## src/source/spi_pkg.sv

```systemverilog
package spi_pkg;

  // byte framing on the wire
  localparam int byte_bits = 8; // msb first, spi mode 0

  // command byte, first byte after csn falls
  localparam logic [byte_bits-1:0] cmd_write = 8'h00; // host writes data bytes
  localparam logic [byte_bits-1:0] cmd_read = 8'h01;  // host clocks out dummy bytes, reads miso

  // address phase follows the command byte
  localparam int addr_bytes = 4;                     // sent msb byte first
  localparam int addr_bits = addr_bytes * byte_bits; // 32 bit byte address

  // frame layout seen by the host
  //   csn low
  //   command byte
  //   addr[31:24] addr[23:16] addr[15:8] addr[7:0]
  //   data bytes, address +1 per byte
  //   csn high ends the burst

  // other command values are ignored until csn rises

endpackage

```

## src/source/mem_pkg.sv

```systemverilog
package mem_pkg;

  // word side of the loader
  localparam int word_bits = 16;

  // memory map, decoded from the top address byte
  localparam logic [7:0] region_mem = 8'h00;  // word memory
  localparam logic [7:0] region_ctrl = 8'hFF; // cpu control register
  // any other top byte is unmapped: reads give 0, writes are dropped

  // word address taken from byte address bits [mem_addr_bits:1]
  localparam int mem_addr_bits = 10;
  localparam int mem_depth = 2 ** mem_addr_bits; // higher address bits alias

  // cycles from req to valid rdata
  localparam int read_latency = 2;

  // byte order inside a word
  //   even byte address -> word[15:8]
  //   odd byte address  -> word[7:0]
  // a word is written only when the odd byte arrives,
  // so the host should write pairs, even address first

endpackage

```

## src/source/spi_bus_if.sv

```systemverilog
interface spi_bus_if;
  import spi_pkg::*;

  logic rd;                     // pulse, fetch byte at addr
  logic wr;                     // pulse, data_out valid for addr
  logic [addr_bits-1:0] addr;   // byte address, stable until next byte boundary
  logic [byte_bits-1:0] data_out; // byte received from host
  logic [byte_bits-1:0] data_in;  // byte for host, valid 3 cycles after rd

  modport slave
  (
    output rd, wr, addr, data_out,
    input data_in
  );

  modport bridge
  (
    input rd, wr, addr, data_out,
    output data_in
  );

endinterface

```

## src/source/mem_if.sv

```systemverilog
interface mem_if;
  import mem_pkg::*;

  // word port standing in for the sdram cpu side
  logic req;                      // one cycle request
  logic we;                       // 1 write, 0 read, valid with req
  logic [mem_addr_bits-1:0] addr; // word address
  logic [word_bits-1:0] wdata;
  logic [word_bits-1:0] rdata;    // read_latency cycles after req, held

  modport bridge
  (
    output req, we, addr, wdata,
    input rdata
  );

  modport ram
  (
    input req, we, addr, wdata,
    output rdata
  );

  // no ready or ack, fixed latency only
  // sclk rate keeps requests far apart

endinterface

```

## src/source/byte_word_bridge.sv

```systemverilog
module byte_word_bridge
(
  input  logic clk,
  input  logic reset,
  spi_bus_if.bridge bus,
  mem_if.bridge mem,
  output logic [spi_pkg::byte_bits-1:0] cpu_control
);
  import spi_pkg::*;
  import mem_pkg::*;

  typedef enum logic [1:0] {sel_none, sel_mem, sel_ctrl} region_t;

  logic [byte_bits-1:0] region_byte; // top address byte
  region_t region;
  region_t rd_region;                // region latched at rd
  logic rd_lo;                       // odd byte requested
  logic [byte_bits-1:0] hi_byte;     // pending even byte
  logic [mem_addr_bits-1:0] word_addr;

  assign region_byte = bus.addr[addr_bits-1 -: byte_bits];
  assign word_addr = bus.addr[mem_addr_bits:1]; // drop byte lane bit

  always_comb
  begin
    if (region_byte == region_mem)
      region = sel_mem;
    else if (region_byte == region_ctrl)
      region = sel_ctrl;
    else
      region = sel_none;
  end

  // strobes and control register
  always_ff @(posedge clk)
  begin
    if (reset)
    begin
      mem.req <= 1'b0;
      mem.we <= 1'b0;
      cpu_control <= '0;
      rd_region <= sel_none;
    end
    else
    begin
      mem.req <= 1'b0;
      mem.we <= 1'b0;
      if (bus.wr && region == sel_ctrl)
        cpu_control <= bus.data_out;
      if (bus.wr && region == sel_mem && bus.addr[0])
      begin
        mem.req <= 1'b1; // odd byte completes the word
        mem.we <= 1'b1;
      end
      if (bus.rd)
      begin
        rd_region <= region;
        if (region == sel_mem)
          mem.req <= 1'b1; // whole word read, lane picked below
      end
    end
  end

  // byte packing and request address
  always_ff @(posedge clk)
  begin
    if (bus.wr && region == sel_mem)
    begin
      if (!bus.addr[0])
        hi_byte <= bus.data_out; // even byte waits for its partner
      else
        mem.wdata <= {hi_byte, bus.data_out};
    end
    if (bus.wr || bus.rd)
      mem.addr <= word_addr;
    if (bus.rd)
      rd_lo <= bus.addr[0];
  end

  // read byte select, settles once rdata is valid
  always_comb
  begin
    case (rd_region)
      sel_mem: bus.data_in = rd_lo ? mem.rdata[byte_bits-1:0]
                                   : mem.rdata[word_bits-1 -: byte_bits];
      sel_ctrl: bus.data_in = cpu_control;
      default: bus.data_in = '0; // unmapped reads as zero
    endcase
  end

  // word write carries the odd byte and its word address
  assert property (@(posedge clk) disable iff (reset)
    mem.req && mem.we |-> $past(bus.wr && bus.addr[0]) && mem.addr == $past(word_addr)
      && mem.wdata[byte_bits-1:0] == $past(bus.data_out));

endmodule

```

## src/flat_wrapper.sv

```systemverilog
// flat-port wrapper written by rule: the top's interface ports become plain ports
module byte_word_bridge_flat import spi_pkg::*; import mem_pkg::*;
  (clk, reset, cpu_control, bus_rd, bus_wr, bus_addr, bus_data_out, bus_data_in, mem_req, mem_we, mem_addr, mem_wdata, mem_rdata);
  spi_bus_if bus_i ();
  mem_if mem_i ();
  input  logic clk;
  input  logic reset;
  output logic [spi_pkg::byte_bits-1:0] cpu_control;
  input wire logic [$bits(bus_i.rd)-1:0] bus_rd;
  input wire logic [$bits(bus_i.wr)-1:0] bus_wr;
  input wire logic [$bits(bus_i.addr)-1:0] bus_addr;
  input wire logic [$bits(bus_i.data_out)-1:0] bus_data_out;
  output wire logic [$bits(bus_i.data_in)-1:0] bus_data_in;
  output wire logic [$bits(mem_i.req)-1:0] mem_req;
  output wire logic [$bits(mem_i.we)-1:0] mem_we;
  output wire logic [$bits(mem_i.addr)-1:0] mem_addr;
  output wire logic [$bits(mem_i.wdata)-1:0] mem_wdata;
  input wire logic [$bits(mem_i.rdata)-1:0] mem_rdata;
  assign bus_i.rd = bus_rd;
  assign bus_i.wr = bus_wr;
  assign bus_i.addr = bus_addr;
  assign bus_i.data_out = bus_data_out;
  assign bus_data_in = bus_i.data_in;
  assign mem_req = mem_i.req;
  assign mem_we = mem_i.we;
  assign mem_addr = mem_i.addr;
  assign mem_wdata = mem_i.wdata;
  assign mem_i.rdata = mem_rdata;
  byte_word_bridge u_core (.clk(clk), .reset(reset), .bus(bus_i), .mem(mem_i), .cpu_control(cpu_control));
endmodule
```

## config.mk

```make
export PLATFORM = sky130hd
export DESIGN_NAME = byte_word_bridge_flat
export DESIGN_NICKNAME = d
export VERILOG_FILES = /design/src/source/spi_pkg.sv /design/src/source/mem_pkg.sv /design/src/source/spi_bus_if.sv /design/src/source/mem_if.sv /design/src/source/byte_word_bridge.sv /design/src/flat_wrapper.sv
export SDC_FILE = /design/constraint.sdc
export NUM_CORES = 1
export LEC_CHECK = 0
export ABC_AREA = 1
export BUFFER_PORTS_ARGS = -buffer_cell sky130_fd_sc_hd__buf_2
export CORE_MARGIN = 5
export CORE_UTILIZATION = 40
export CTS_CLUSTER_SIZE = 20
export DETAILED_ROUTE_END_ITERATION = 8
export PLACE_DENSITY = 0.76
export SYNTH_ARGS = -nofsm -noshare
export SYNTH_HDL_FRONTEND = slang
export SYNTH_SLANG_ARGS = --single-unit
```

## constraint.sdc

```tcl
create_clock -name clk -period 1.33 [get_ports clk]
set_input_delay 0 -clock clk [delete_from_list [all_inputs] [get_ports clk]]
set_output_delay 0 -clock clk [all_outputs]
set_load 0.05 [all_outputs]
```

==> impl_results.md, run 1 <==
- Worst-path maximum fanout: 8
- Most used DFF post-synth: edfxtp_1
- Highest routing layer actually used: met4
- Outcome: complete, but fails checks
- Worst vdd ir: roughly 480 uV
- Clk Latency, worst-skew pair: slightly below 0.3 ns
- Die width: 79.0 um
- Vias: 1593
- Final Non-Filler Cells: 345
- Worst setup path class: reg -> out
- Initial DRC Count: 47
- Core area: 0.00466 sq mm
- First-pass GRT wire length: ~7400 um
- Largest net degree at the start of global routing: 17
- Worst r2r dst: u_core.rd_region[1]
- Top-area cell type share of the netlist area: 0.552
- Vias per cell: 4.62
- Initial Util: 0.409
- Routed WL: 4430 um
- Most numerous cell in the Yosys netlist: edfxtp_1
- DP HPWL: 3240 um
- Cells after DPL: 317
- Hold Path Sink: u_core.mem.we
- Register-to-register setup slack: 0.60 ns
- Die Y: 79.0 um
- Final net count: 352
- # fillers: about 380
- Synth top cells by count: 35 x edfxtp_1, 34 x nand2_1, 30 x inv_1
- Crit end category: output port
- Max Slew Vio Count: 0
- Fin worst setup slack: -0.0841 ns
- Gpl congestion: 0.745
- WP data required: about 1.3 ns
- Dpl ws: -0.0452 ns
- Cell Pwr Density: between 900 and 1000 mW/mm^2
- Worst setup SP type: flip-flop
- Post-synthesis sequential area ratio: 0.678
- First-pass DRT Iterations: 4
- Post-synth EDFFs: 35
- Wl on met1: between 1500 and 2000 um
- Longest Clk Path Bufs: 2
- # H-tree levels: 2
- R2R depth: 2
- Failing checks: negative setup slack
- Min cycle time layout: about 1.4 ns
- FF+latch count, synth: 47
- Syn_area_per_cell: 10.8 sq um
- Layout cells sized above 1: 0.426
- Die area: 0.00624 sq mm
- Cell Rows: 25
- Cell taking the most area after synthesis: edfxtp_1
- Max-Cap Viols: 0
- CTS tree: done
- Post-Syn Instances: 176
- Arrival @ worst endpoint: roughly 1.4 ns
- Synth-to-layout area growth: 51.0%
- Root Buffer: clkbuf_8
- Post-DRT Antenna Nets: 0
- Postcts setup bufs: 0
- Final period utilization: 1.06
- Achievable Freq: 707 MHz
- Grt total ovfl: 0
- Mapped cell area: 0.00191 sq mm
- # setup viols final: 8
- Met2 WL: 2380 um
- Number of global-route vias before repair: 1619
- Antenna diode count: 0
- Async SR Flop Fraction: 0
- Post-DR wirelength/cell: 12.8 um
- Synth Net Count: 238
- Overall Global Routing Usage: 0.150
- Post-synth cell types: 18
- DRC: 0
- Ports: about 100
- Worst Hold Class: in -> reg
- Max-slew headroom: 0.770
- Met3 routed WL: 308 um
- Hold depth: 3
- Antenna violations before repair: 0
- Slew @ Worst Pin: 0.345 ns
- Synth area leaders: edfxtp_1 55%, dfxtp_1 13%, nand2_1 6.7%
- Hold path start: bus_wr
- Clock sink count: 47
- Clk_skew: 0.00103 ns
- Reg clk slew, reported paths: 0.08 ns
- Leak pwr: 1.24 nW
- Port Buffers: 90
- Cts bufs inserted: 5
- Reg-to-Reg Start: u_core.rd_region[1]
- RSZ-0062 raised after global routing: true
- Synth warnings: 0
- Final hold violations: 0
[cells by family after synthesis]
family / share of synthesized area
adder cells (fa/ha/maj): 0.0131
flip-flops: 0.678
buffers and inverters: 0.0722
AO/OA/AOI/OAI: 0.0788
AND/OR/NAND/NOR: 0.158
[routing by layer]
metal / up-vias / GRT usage
li1: 808 / -
met1: 718 / 0.168
met2: 56 / 0.270
met3: 11 / 0.0442
met4: 0 / 0.0533
met5: - / 0
[layout make-up]
| cell class | instances | area, sq um | share of cell area |
|---|---|---|---|
| clock buffer | 5 | 68.8 | 0.0239 |
| clock inverter | 3 | 15.0 | 0.00522 |
| inverter | 30 | 113 | 0.0391 |
| timing repair buffer | 113 | 748 | 0.260 |
| multi-input combinational | 93 | 568 | 0.197 |
| tap | 54 | 67.6 | 0.0235 |
| sequential | 47 | 1300 | 0.451 |
[critical path, cell delays in order (launching register included)]
cell,delay (ns)
dfxtp_4,0.36
inv_2,0.06
ha_4,0.17
o21a_1,0.15
o21ai_2,0.06
a21oi_2,0.14
buf_6,0.18
[power breakdown]
part	total (mW)	leakage (nW)	internal, mW	switching (mW)
Combinational	0.351	0.771	0.134	0.217
Clock	0.794	0.0392	0.357	0.437
Sequential	1.61	0.425	1.60	0.0112
[through the flow]
stage | cell area [sq um] | TNS (ns) | utilization | total power, mW | hold WS, ns
global placement | 2490 | -0.0276 | 0.535 | 1.94 | 0.176
finish | 2880 | -0.534 | 0.617 | 2.76 | 0.0933
CTS | 2860 | -0.618 | 0.614 | 2.78 | 0.0897
floorplan | 1950 | -0.524 | - | 1.81 | 0.0935
global route | 2880 | -1.08 | 0.617 | 2.89 | 0.123
detailed placement | 2490 | -0.0751 | 0.535 | 1.94 | 0.179
[repair_timing]
item                                    4_1_cts  5_1_grt
endpoints found under the hold margin        29        0
pin swaps                                    10        4
endpoints found under the setup margin        8        8
hold buffers                                 20        0
resized for setup                            34        4
[registers in the layout, indices dropped and copies added (netlist names)]
name / flops
u_core.cpu_control: 8
u_core.hi_byte: 8
u_core.mem.addr: 10
u_core.mem.req: 1
u_core.mem.wdata: 16
u_core.mem.we: 1
u_core.rd_lo: 1
u_core.rd_region: 2
[placed cells by master, fill, tap and decap left out, types with 8 or more instances in the layout]
cell,count
dlygate4sd3_1,20
buf_2,82
inv_1,28
buf_6,8
nor2_1,15
o21a_1,8
dfxtp_1,10
nand4_1,9
edfxtp_1,35
nand2_1,34
[how the worst max path moves through the flow]
stage                                    from             end  cells after the start
after floorplan           u_core.rd_region[1]  bus_data_in[0]                      6
after global placement    u_core.rd_region[1]  bus_data_in[1]                      6
after detailed placement  u_core.rd_region[1]  bus_data_in[2]                      6
after CTS                        u_core.rd_lo  bus_data_in[3]                      5
after global routing      u_core.rd_region[1]  bus_data_in[3]                      6
final                     u_core.rd_region[1]  bus_data_in[5]                      6
Note: power is estimated with default switching activity, not from simulation.
==> inputs of run 2 (changes only) <==
--- a/config.mk
+++ b/config.mk
@@ -12,6 +12,7 @@
 export CTS_CLUSTER_SIZE = 20
 export DETAILED_ROUTE_END_ITERATION = 8
 export PLACE_DENSITY = 0.76
+export REMOVE_ABC_BUFFERS = 1
 export SYNTH_ARGS = -nofsm -noshare
 export SYNTH_HDL_FRONTEND = slang
 export SYNTH_SLANG_ARGS = --single-unit
==> run 2 against run 1 <==
The run still ends with negative setup slack left. Highest routed layer unchanged. Flip-flop and latch count did not move. Global-route usage fell by 0.77 points. Die area did not move. Final cell count rose by 0.29%.
==> impl_results.md, run 2 (synthesis gave the netlist of run 1 again) <==
- CP max stage cell: dfxtp_4
- Worst setup SP type: flip-flop
- Failing checks: negative setup slack
- CP Cell Sequence: inv_2 > ha_4 > o21a_1 > o21ai_0 > a21oi_1 > buf_4
- Hold path start: bus_wr
- Worst setup path class: reg -> out
- Largest net degree at the start of global routing: 17
- Vias: 1589
- Min cycle time layout: between 1 and 1.5 ns
- Overall Global Routing Usage: 0.143
- Synth-to-layout area growth: 46.0%
- WP data required: 1.33 ns
- Leak pwr: approximately 1.2 nW
- First-pass DRT Iterations: 4
- Outcome: complete, but fails checks
- # setup viols final: 8
- Layout cells sized above 1: 0.380
- Longest Clk Path Bufs: 2
- DRC: 0
- DP HPWL: roughly 3200 um
- Worst r2r dst: u_core.rd_region[0]
- Die width: roughly 80 um
- Initial DRC Count: 59
- Register-to-register setup slack: 0.61 ns
- CTS tree: done
- Port Buffers: 90
- Max-Cap Viols: 0
- Gpl congestion: 0.748
- First-pass GRT wire length: between 7000 and 8000 um
- Worst vdd ir: 425 uV
- Cts bufs inserted: 5
- Slew @ Worst Pin: 0.347 ns
- Final net count: 353
- R2R depth: 4
- Arrival @ worst endpoint: 1.42 ns
- Routed WL: 4310 um
- RSZ-0062 raised after global routing: true
- Fin worst setup slack: -0.0851 ns
- Crit end category: output port
- Antenna diode count: 0
- Core area: 0.00466 sq mm
- Grt total ovfl: 0
- Reg clk slew, reported paths: 0.08 ns
- Dpl ws: 0.0235 ns
- Top cell family by delay on the critical path: flip-flops
- Post-DRT Antenna Nets: 0
- Die area: 0.00624 sq mm
- Most frequent cells in the layout: 82 x buf_2, 35 x edfxtp_1, 34 x nand2_1, 29 x inv_1, 20 x dlygate4sd3_1
- Hold Path Sink: u_core.mem.we
- # H-tree levels: 2
- Final Non-Filler Cells: roughly 350
- Number of global-route vias before repair: 1569
- Worst Path Buf+Inv: 2
- Hold depth: 3
- Clk_skew: 0.00466 ns
- Max-slew headroom: 0.768
- Max Slew Vio Count: 0
- Worst-path maximum fanout: 8
- Final hold violations: 0
- Die Y: 79.0 um
- Clk Latency, worst-skew pair: 0.29 ns
- Vias per cell: 4.59
- Clock sink count: 47
- Slowest Stage Delay on Critical Path: 0.35 ns
- Hold_ws: 0.0972 ns
- Worst Hold Class: in -> reg
- Achievable Freq: 707 MHz
- Initial Util: 0.409
- Reg-to-Reg Start: u_core.rd_region[0]
- Cell Pwr Density: 1000 mW/mm^2
- Root Buffer: clkbuf_8
- Reg with most FFs: u_core.mem.wdata
- Cell Rows: 25
- Ports: about 100
- Cells after DPL: 316
- Post-DR wirelength/cell: 12.5 um
- Max FFs per register: 16
- Commonest non-fill, non-tap cell in the layout: buf_2
- Final period utilization: 1.06
- Top Registers: u_core.mem.wdata x16, u_core.mem.addr x10
- Total power draw: about 2.8 mW
- Antenna violations before repair: 0
==> run 2: tightest hold or removal path: stages <==
cell and delay, ns:
buf_2 0.18, nand4_1 0.13, inv_1 0.04
==> run 2: worst max path at each step <==
stage | from | depth (start not counted) | to | slack [ns]
after floorplan | u_core.rd_region[1] | 5 | bus_data_in[0] | -0.24
after global placement | u_core.rd_region[1] | 6 | bus_data_in[1] | 0.04
after detailed placement | u_core.rd_region[1] | 6 | bus_data_in[6] | 0.02
after CTS | u_core.rd_region[0] | 4 | bus_data_in[6] | -0.09
after global routing | u_core.rd_region[1] | 6 | bus_data_in[5] | -0.18
final | u_core.rd_region[1] | 6 | bus_data_in[0] | -0.09
==> run 2: layout make-up <==
cell class | count | area (sq um)
multi-input cells | 93 | 502
inverters | 30 | 113
repair buffers | 114 | 713
flip-flops and latches | 47 | 1300
well taps | 54 | 67.6
clock buffers | 7 | 86.3
clock inverters | 1 | 5.00
fillers | 385 | 1880
==> run 2: per-layer routing <==
layer	track usage	share of wire	vias to the layer above
li1	-	-	810
met1	0.160	0.40	715
met2	0.268	0.53	57
met3	0.0363	0.067	7
met4	0.0361	0.010	0
met5	0	0	-
==> run 2: timing repair <==
action	in CTS	in global routing
endpoints found under the setup margin	8	8
pin swaps	3	6
setup buffers	1	1
hold buffers	20	0
hold endpoints to repair	29	0
resized for setup	16	5
cloned	0	0
==> run 2: where the power goes <==
group / total, mW / internal, mW / switching (mW)
clock: 0.847 / 0.419 / 0.428
sequential: 1.61 / 1.60 / 0.00820
combinational: 0.337 / 0.129 / 0.208
==> run 2: stage by stage <==
step	cell area, sq um	util	TNS (ns)
floorplan	1880	-	-3.93
global placement	2430	0.521	0
detailed placement	2430	0.521	0
CTS	2760	0.593	-0.629
global route	2780	0.597	-1.29
finish	2780	0.597	-0.568
