**src/source/spi_pkg.sv**
```systemverilog
package spi_pkg;

  // byte framing on the wire
  localparam int byte_bits = 8; // msb first, spi mode 0

  // command byte, first byte after csn falls
  localparam logic [byte_bits-1:0] cmd_write = 8'h00; // host writes data bytes
  localparam logic [byte_bits-1:0] cmd_read = 8'h01;  // host clocks out dummy bytes, reads miso

  // address phase follows the command byte
  localparam int addr_bytes = 4;                     // sent msb byte first
  localparam int addr_bits = addr_bytes * byte_bits; // 32 bit byte address

  // frame layout seen by the host
  //   csn low
  //   command byte
  //   addr[31:24] addr[23:16] addr[15:8] addr[7:0]
  //   data bytes, address +1 per byte
  //   csn high ends the burst

  // other command values are ignored until csn rises

endpackage

```
**src/source/spi_bus_if.sv**
```systemverilog
interface spi_bus_if;
  import spi_pkg::*;

  logic rd;                     // pulse, fetch byte at addr
  logic wr;                     // pulse, data_out valid for addr
  logic [addr_bits-1:0] addr;   // byte address, stable until next byte boundary
  logic [byte_bits-1:0] data_out; // byte received from host
  logic [byte_bits-1:0] data_in;  // byte for host, valid 3 cycles after rd

  modport slave
  (
    output rd, wr, addr, data_out,
    input data_in
  );

  modport bridge
  (
    input rd, wr, addr, data_out,
    output data_in
  );

endinterface

```
**src/source/spi_rw_slave.sv**
```systemverilog
module spi_rw_slave
(
  input  logic clk,
  input  logic reset,
  input  logic csn,
  input  logic sclk,
  input  logic mosi,
  output logic miso,
  spi_bus_if.slave bus
);
  import spi_pkg::*;

  localparam int cnt_bits = $clog2(byte_bits);
  localparam int acnt_bits = $clog2(addr_bytes);

  typedef enum logic [1:0] {st_cmd, st_addr, st_data, st_skip} state_t;

  logic [1:0] csn_sync;  // two flop synchronizers
  logic [1:0] sclk_sync;
  logic [1:0] mosi_sync;
  logic sclk_d;          // previous synced sclk
  logic sel;
  logic sclk_rise;
  logic sclk_fall;
  logic [cnt_bits-1:0] bit_cnt;
  logic [byte_bits-1:0] shift_in;
  logic [byte_bits-1:0] shift_out;
  logic byte_done;       // shift_in holds a full byte
  logic load_pending;    // rd seen, load on next falling sclk
  logic is_read;
  logic [acnt_bits-1:0] byte_cnt; // address bytes received
  state_t state;

  always_ff @(posedge clk)
  begin
    if (reset)
    begin
      csn_sync <= '1; // deselected
      sclk_sync <= '0;
      mosi_sync <= '0;
      sclk_d <= 1'b0;
    end
    else
    begin
      csn_sync <= {csn_sync[0], csn};
      sclk_sync <= {sclk_sync[0], sclk};
      mosi_sync <= {mosi_sync[0], mosi};
      sclk_d <= sclk_sync[1];
    end
  end

  assign sel = ~csn_sync[1];
  assign sclk_rise = sel & sclk_sync[1] & ~sclk_d;
  assign sclk_fall = sel & ~sclk_sync[1] & sclk_d;

  // mosi sampled on rising sclk
  always_ff @(posedge clk)
  begin
    if (reset || !sel)
    begin
      bit_cnt <= '0; // realign on every select
      byte_done <= 1'b0;
    end
    else
    begin
      byte_done <= sclk_rise && (bit_cnt == cnt_bits'(byte_bits - 1));
      if (sclk_rise)
      begin
        shift_in <= {shift_in[byte_bits-2:0], mosi_sync[1]};
        bit_cnt <= bit_cnt + 1'b1; // wraps at byte end
      end
    end
  end

  // command, address and data phases
  always_ff @(posedge clk)
  begin
    bus.rd <= 1'b0;
    bus.wr <= 1'b0;
    if (reset || !sel)
    begin
      state <= st_cmd;
      byte_cnt <= '0;
      is_read <= 1'b0;
    end
    else
    begin
      if (bus.wr)
        bus.addr <= bus.addr + 1'b1; // next write byte
      if (byte_done)
      begin
        case (state)
          st_cmd:
          begin
            if (shift_in == cmd_read || shift_in == cmd_write)
            begin
              is_read <= (shift_in == cmd_read);
              byte_cnt <= '0;
              state <= st_addr;
            end
            else
              state <= st_skip; // unknown command, wait for csn
          end
          st_addr:
          begin
            bus.addr <= {bus.addr[addr_bits-byte_bits-1:0], shift_in};
            byte_cnt <= byte_cnt + 1'b1;
            if (byte_cnt == acnt_bits'(addr_bytes - 1))
            begin
              state <= st_data;
              bus.rd <= is_read; // prefetch first read byte
            end
          end
          st_data:
          begin
            if (is_read)
            begin
              bus.addr <= bus.addr + 1'b1; // fetch the following byte
              bus.rd <= 1'b1;
            end
            else
            begin
              bus.data_out <= shift_in;
              bus.wr <= 1'b1;
            end
          end
          default: ; // st_skip
        endcase
      end
    end
  end

  // miso changes on falling sclk, mode 0
  always_ff @(posedge clk)
  begin
    if (reset || !sel)
    begin
      shift_out <= '0; // keeps miso low when idle
      load_pending <= 1'b0;
    end
    else
    begin
      if (bus.rd)
        load_pending <= 1'b1;
      if (sclk_fall)
      begin
        if (load_pending)
        begin
          shift_out <= bus.data_in; // fetched byte, msb out first
          load_pending <= 1'b0;
        end
        else
          shift_out <= {shift_out[byte_bits-2:0], 1'b0};
      end
    end
  end

  assign miso = shift_out[byte_bits-1];

  // one strobe per byte, never both
  assert property (@(posedge clk) disable iff (reset) !(bus.rd && bus.wr));

endmodule

```
**src/flat_wrapper.sv**
```systemverilog
// flat-port wrapper written by rule: the top's interface ports become plain ports
module spi_rw_slave_flat import spi_pkg::*;
  (clk, reset, csn, sclk, mosi, miso, bus_rd, bus_wr, bus_addr, bus_data_out, bus_data_in);
  spi_bus_if bus_i ();
  input  logic clk;
  input  logic reset;
  input  logic csn;
  input  logic sclk;
  input  logic mosi;
  output logic miso;
  output wire logic [$bits(bus_i.rd)-1:0] bus_rd;
  output wire logic [$bits(bus_i.wr)-1:0] bus_wr;
  output wire logic [$bits(bus_i.addr)-1:0] bus_addr;
  output wire logic [$bits(bus_i.data_out)-1:0] bus_data_out;
  input wire logic [$bits(bus_i.data_in)-1:0] bus_data_in;
  assign bus_rd = bus_i.rd;
  assign bus_wr = bus_i.wr;
  assign bus_addr = bus_i.addr;
  assign bus_data_out = bus_i.data_out;
  assign bus_i.data_in = bus_data_in;
  spi_rw_slave u_core (.clk(clk), .reset(reset), .csn(csn), .sclk(sclk), .mosi(mosi), .miso(miso), .bus(bus_i));
endmodule
```
**config.mk**
```make
export PLATFORM = sky130hd
export DESIGN_NAME = spi_rw_slave_flat
export DESIGN_NICKNAME = d
export VERILOG_FILES = /design/src/source/spi_pkg.sv /design/src/source/spi_bus_if.sv /design/src/source/spi_rw_slave.sv /design/src/flat_wrapper.sv
export SDC_FILE = /design/constraint.sdc
export NUM_CORES = 1
export LEC_CHECK = 0
export BUFFER_PORTS_ARGS = -buffer_cell sky130_fd_sc_hd__buf_2
export CORE_MARGIN = 1
export CORE_UTILIZATION = 59
export CTS_BUF_LIST = sky130_fd_sc_hd__clkbuf_4 sky130_fd_sc_hd__clkbuf_8 sky130_fd_sc_hd__clkbuf_16
export CTS_CLUSTER_SIZE = 8
export DETAILED_ROUTE_END_ITERATION = 8
export PLACE_DENSITY = 0.87
export REMOVE_ABC_BUFFERS = 1
export SYNTH_ARGS = -nofsm -noshare
export SYNTH_HDL_FRONTEND = slang
export SYNTH_SLANG_ARGS = --single-unit
```
**constraint.sdc**
```tcl
create_clock -name clk -period 3 [get_ports clk]
set_clock_uncertainty 0.05 [all_clocks]
set_input_delay 0.15 -clock clk [delete_from_list [all_inputs] [get_ports clk]]
set_output_delay 0.15 -clock clk [all_outputs]
set_load 0.03 [all_outputs]
```
==> impl_metrics.ini, run 1 <==
[clock_network]
clockBufferDepth = 2
cts_tree = yes
cts_made_buffers = 9
htree_levels = 3
cts_setup_buffers = 0
insertion_delay_ps = 360
cts_sinks = 75
cts-root-buf = clkbuf_8
clkTransAtPathRegs_ps = 80

[drt]
wl_per_cell_um = 18.5
drc = 0
firstDrtPassIters = 5
drtAntennaViolNets = 0
drtIter0Drc = 520
viasPerCell = 6.55
num_vias = 4141
routed_wl_um = 11700

[critical_path]
cp_max_fo = 10
worstSetupPathType = reg -> reg
cp_slowest_cell = or4_1
crit_required_ps = 3050
crit_path_start_kind = flip-flop
crit_chain = nand4_1, or4_1, nor3_1, mux2i_1, o221ai_1
path_delay_family = simple AND/OR/NAND/NOR gates
critPathMaxStageDelay_ps = 700
r2r_slack_ps = 450
cp_data_arrival_time_ps = 2600
end_kind = flip-flop
path_buf_inv = 0

[hold_path]
hold_path.class = in -> reg

[power]
p_int_mw = 1.53
max-vdd-ir-drop_mv = 0.353
clockPowerShare_pct = 40.6
p_switching_uw = 468
p_comb_share_pct = 3.7
cellPowerDensity_nw_per_um2 = 387
netSwitchingFraction_pct = 23.4
power_mw = 2.00
share_seq_of_total_power_pct = 55.7
leakage_nw = 1.74

[yosys]
synth.area.mux_share_pct = 3.82
ys_seq_area_share_pct = 43.5
synth-xor-area-share_pct = 8.46
synth_compound_area_share_pct = 15.1
syn_area_per_cell_um2 = 9.41
synthAdderAreaFrac_pct = 1.92
synth_edf_count = 48
synthCells = 484
synth_top_family_by_area = simple AND/OR/NAND/NOR gates
yosysMostFrequentCell = edfxtp_1
ys_ff_latch = 75
synth_cell_types = 54
netlist.top_cell.by_area = edfxtp_1
synth_area_leaders = edfxtp_1, dfxtp_1, xnor2_1
synth_common_cells = edfxtp_1, nor2_1, nand2_1
synth_top_cell_area_share_pct = 31.6
syn_area_um2 = 4560
synthFlopType = edfxtp_1
synthArstFlopShare_pct = 0
yosys.area_share.simple_pct = 22.6
yosys_warnings = 0

[die]
die_area_um2 = 8080
initial_utilization_pct = 61.8
die_x_um = 89.9
io_pins = 56
dieHeight_um = 89.9
rows = 31
coreArea_um2 = 7370

[sta]
rsz0062_at_grt = no
worst_pin_slew_ps = 842
finalHoldViolations = 0
fin_setup_tns_ps = 0
holdWs_ps = 27.0
final-setup-viol-count = 0
relSlewSlack_pct = 43.9
fin_crit_ps = 2550
drv_slew = 0
final_critical_path_setup_slack_ps = 448
fin_crit_sh_pct = 85.1
timing.fmax_mhz = 392

[cells_and_area]
n_fill_cell = 550
area.sequential_um2 = 1980
diodes = 0
fin_nets = 548
multi_input_area_um2 = 2360
area_delta_synth_final_pct = 13.3
fin_cells = 632
final_core_util_pct = 70.1
stdcell_area_um2 = 5160
drive_gt1_share_pct = 19.1

[run]
max-cap-violations = 0

[placement]
post_dp_cell_area_um2 = 4900
pre_cts_slack_ps = 509
port_buffers = 55
gp_congestion = 0.949
dp_hpwl_um = 7970
dp_cells = 610

[global_route]
grt_pass1_wl_um = 19300
grt_pass1_vias = 3931
grt_usage_pct = 29.8
gr-total-overflow = 0
antenna_found_initial = 0
grt_max_degree = 55

[outcome]
status = complete, no violations
## what timing repair did
item                      CTS  global route
resized for setup           0             0
hold buffers                6             0
hold endpoints to repair    5             0
## flip-flops by register name (all words and copies together), names as in the netlist, 2 cells and up
signal               count
u_core.sclk_sync         2
u_core.bit_cnt           3
u_core.shift_in          8
u_core.bus.addr         32
u_core.state             2
u_core.byte_cnt          2
u_core.mosi_sync         2
u_core.shift_out         8
u_core.bus.data_out      8
u_core.csn_sync          2
## cell usage in the layout, fill, tap and decap left out, types with 7 or more instances in the layout
cell / count
a211oi_1: 8
buf_2: 55
nor4_1: 14
xor2_1: 19
nor2_1: 38
a21oi_1: 30
o31a_1: 7
nand3_1: 28
clkbuf_8: 9
buf_4: 16
o21ai_0: 15
nand4_1: 16
a221oi_1: 8
edfxtp_1: 48
and3_1: 7
mux2i_1: 14
nor3_1: 11
ha_1: 7
dfxtp_1: 27
xnor2_1: 25
nand2_1: 32
a22oi_1: 11
## kinds of logic after synthesis
group / count (synthesis)
multiplexers: 17
AO/OA/AOI/OAI: 103
buffers and inverters: 49
XOR/XNOR: 44
adder cells (fa/ha/maj): 7
AND/OR/NAND/NOR: 189
flip-flops: 75
## path summary, 6_finish.rpt
| check | end | depth (start not counted) | from |
|---|---|---|---|
| worst max-delay path | u_core.bus.addr[31]$_DFFE_PN_ | 5 | u_core.bus.addr[8]$_DFFE_PN_ |
| worst min register to register | u_core.shift_in[0]$_DFFE_PP_ | 0 | u_core.mosi_sync[1]$_SDFF_PP0_ |
| worst max register to register | u_core.bus.addr[31]$_DFFE_PN_ | 5 | u_core.bus.addr[8]$_DFFE_PN_ |
| worst min-delay path | u_core.shift_out[0]$_SDFFE_PP0P_ | 3 | bus_data_in[0] |
## layout make-up
class	instances	area share, %
multi-input combinational	360	45.8
clock inverter	6	1.38
sequential	75	38.4
tap	99	2.40
timing repair buffer	78	9.21
clock buffer	10	2.54
inverter	4	0.291
## power by group through the flow
stage / clock network (mW) / registers (mW) / logic (mW)
after floorplan: 0 / 1.15 / 0.0277
after global placement: 0 / 1.14 / 0.0646
after detailed placement: 0 / 1.14 / 0.0665
after CTS: 0.818 / 1.11 / 0.0728
after global routing: 0.857 / 1.12 / 0.0787
final: 0.813 / 1.11 / 0.0735
## worst reg2reg max path: stages, from the launching register on
cell and delay (ps):
edfxtp_1 550, nand4_1 350, or4_1 700, nor3_1 280, mux2i_1 230, o221ai_1 130
## layer usage
metal | global-route usage, % | part of all wire (%)
met1 | 39.8 | 41
met2 | 46.5 | 46
met3 | 5.50 | 10
met4 | 15.1 | 3.5
met5 | 0 | 0
Note: power is estimated with default switching activity, not from simulation.
==> run 2: changes to the inputs <==
--- a/config.mk
+++ b/config.mk
@@ -7,11 +7,11 @@
 export LEC_CHECK = 0
 export BUFFER_PORTS_ARGS = -buffer_cell sky130_fd_sc_hd__buf_2
 export CORE_MARGIN = 1
-export CORE_UTILIZATION = 59
+export CORE_UTILIZATION = 40
 export CTS_BUF_LIST = sky130_fd_sc_hd__clkbuf_4 sky130_fd_sc_hd__clkbuf_8 sky130_fd_sc_hd__clkbuf_16
 export CTS_CLUSTER_SIZE = 8
 export DETAILED_ROUTE_END_ITERATION = 8
-export PLACE_DENSITY = 0.87
+export PLACE_DENSITY = 0.65
 export REMOVE_ABC_BUFFERS = 1
 export SYNTH_ARGS = -nofsm -noshare
 export SYNTH_HDL_FRONTEND = slang
==> run 2 against run 1 <==
  * Maximum frequency up 0.34%
  * Design area is 2.5% higher
  * Routed wire length grew 4.4%
  * Sequential power hardly changed
  * Final cell count increased by 6.6%
  * First-iteration DRC count decreased by 28%
  * Critical endpoint is now u_core.bus.addr[22]$_DFFE_PN_
  * Die area rose by 46%
  * Core utilization shrank 22 points
  * Register-to-register slack is essentially flat
  * Sequential cell count stayed put
  * Clock power grew 28%
  * Clock-buffer cell count stayed put
==> impl_metrics.ini, run 2 (synthesis results as in run 1) <==
[power]
power_mw = 2.23
p_switching_uw = 508
clockPowerShare_pct = 46.7
share_seq_of_total_power_pct = 50.1
p_int_mw = 1.72
cellPowerDensity_nw_per_um2 = 421
p_comb_share_pct = 3.2
netSwitchingFraction_pct = 22.8
max-vdd-ir-drop_mv = 0.273
leakage_nw = 1.78

[outcome]
status = complete, no violations

[clock_network]
cts_resized = 0
postCtsHoldBufs = 6
cts-root-buf = clkbuf_16
cts_sinks = 75
htree_levels = 3
insertion_delay_ps = 350
clockBufferDepth = 2
cts_setup_buffers = 0
cts_made_buffers = 9
cts_tree = yes
clkTransAtPathRegs_ps = 60

[critical_path]
path_delay_family = simple AND/OR/NAND/NOR gates
cp_slowest_cell = or3_1
startpoint = u_core.bus.addr[1]$_DFFE_PN_
reg2reg_from = u_core.bus.addr[1]$_DFFE_PN_
crit_chain = ha_1, nand3_1, or3_1, o31a_1, o21ai_0, a22oi_1
path_buf_inv = 0
cp_data_arrival_time_ps = 2570
worstSetupPathType = reg -> reg
crit_path_start_kind = flip-flop
end_kind = flip-flop
cp_max_fo = 9
critPathMaxStageDelay_ps = 580
crit_required_ps = 3030

[drt]
drtAntennaViolNets = 0
drtIter0Drc = 374
num_vias = 4052
viasPerCell = 6.01
firstDrtPassIters = 5
drc = 0
wl_per_cell_um = 18.1
routed_wl_um = 12200

[die]
coreArea_um2 = 11000
die_area_um2 = 11800
die_x_um = 109
dieHeight_um = 109
rows = 38
io_pins = 56
initial_utilization_pct = 41.5

[cells_and_area]
final_common_cell = buf_2
largest_reg_flops = 32
fin_nets = 549
n_fill_cell = 1028
mostFrequentLayoutCells = buf_2, edfxtp_1, nor2_1, nand2_1, a21oi_1
stdcell_area_um2 = 5290
area_delta_synth_final_pct = 16.2
diodes = 0
drive_gt1_share_pct = 19.1
final_core_util_pct = 48.2
multi_input_area_um2 = 2360
area.sequential_um2 = 1980
largest-register = u_core.bus.addr

[sta]
fin_crit_sh_pct = 84.8
final-setup-viol-count = 0
fin_crit_ps = 2540
finalHoldViolations = 0
relSlewSlack_pct = 41.5
drv_slew = 0
fin_setup_tns_ps = 0
worst_pin_slew_ps = 876
final_critical_path_setup_slack_ps = 457
rsz0062_at_grt = no
timing.fmax_mhz = 393

[global_route]
antenna_found_initial = 0
grt_pass1_vias = 3859
gr-total-overflow = 0
grt_pass1_wl_um = 19700
grt_usage_pct = 21.9
grt_max_degree = 35

[placement]
dp_hpwl_um = 8280
pre_cts_slack_ps = 518
post_dp_cell_area_um2 = 4950
gp_congestion = 0.868
port_buffers = 55

[hold_path]
hold_start = bus_data_in[0]
hold_path.class = in -> reg

[run]
max-cap-violations = 0
-- run 2: cell count changes in the layout (fill, tap and decap cells not counted) --
cell / change
buf_12: -1
buf_4: +2
bufinv_16: -1
clkbuf_16: +9
clkbuf_4: -1
clkbuf_8: -8
clkinv_1: +1
clkinv_4: +2
clkinvlp_4: -2
-- run 2: power groups by stage --
stage	clock network (mW)	registers [mW]	logic, mW
after floorplan	0	1.15	0.0277
after global placement	0	1.14	0.0630
after detailed placement	0	1.14	0.0642
after CTS	1.06	1.12	0.0703
after global routing	1.10	1.12	0.0766
final	1.04	1.12	0.0702
-- run 2: path summary, 6_finish.rpt --
check	cells after the start	to	slack, ps
max reg2reg	6	u_core.bus.addr[22]$_DFFE_PN_	460
max	6	u_core.bus.addr[22]$_DFFE_PN_	460
min	3	u_core.shift_out[0]$_SDFFE_PP0P_	30
min reg2reg	0	u_core.shift_in[0]$_DFFE_PP_	360
-- run 2: worst reg2reg max path, cell delays in order (launching register included) --
cell      delay (ps)
edfxtp_1         470
ha_1             370
nand3_1          230
or3_1            580
o31a_1           290
o21ai_0          180
a22oi_1          100
-- run 2: area by class of cell --
cell class | instances | area share (%)
clock buffers | 10 | 4.52
clock inverters | 6 | 0.898
inverters | 4 | 0.284
multi-input cells | 360 | 44.7
flip-flops and latches | 75 | 37.4
well taps | 140 | 3.31
repair buffers | 79 | 8.89
-- run 2: per-layer routing --
layer,global-route usage [%],vias up,part of all wire [%]
met5,0,-,0
met1,26.8,1949,42
met4,10.5,0,3.5
li1,-,1908,-
met2,36.0,157,48
met3,5.56,38,6.6
-- run 2: through the flow --
step                      hold slack (ps)  std cells
final                                30.3        674
after global routing                 34.5        674
after CTS                            25.0        674
after detailed placement              286        652
after global placement                289        652
after floorplan                       172        439
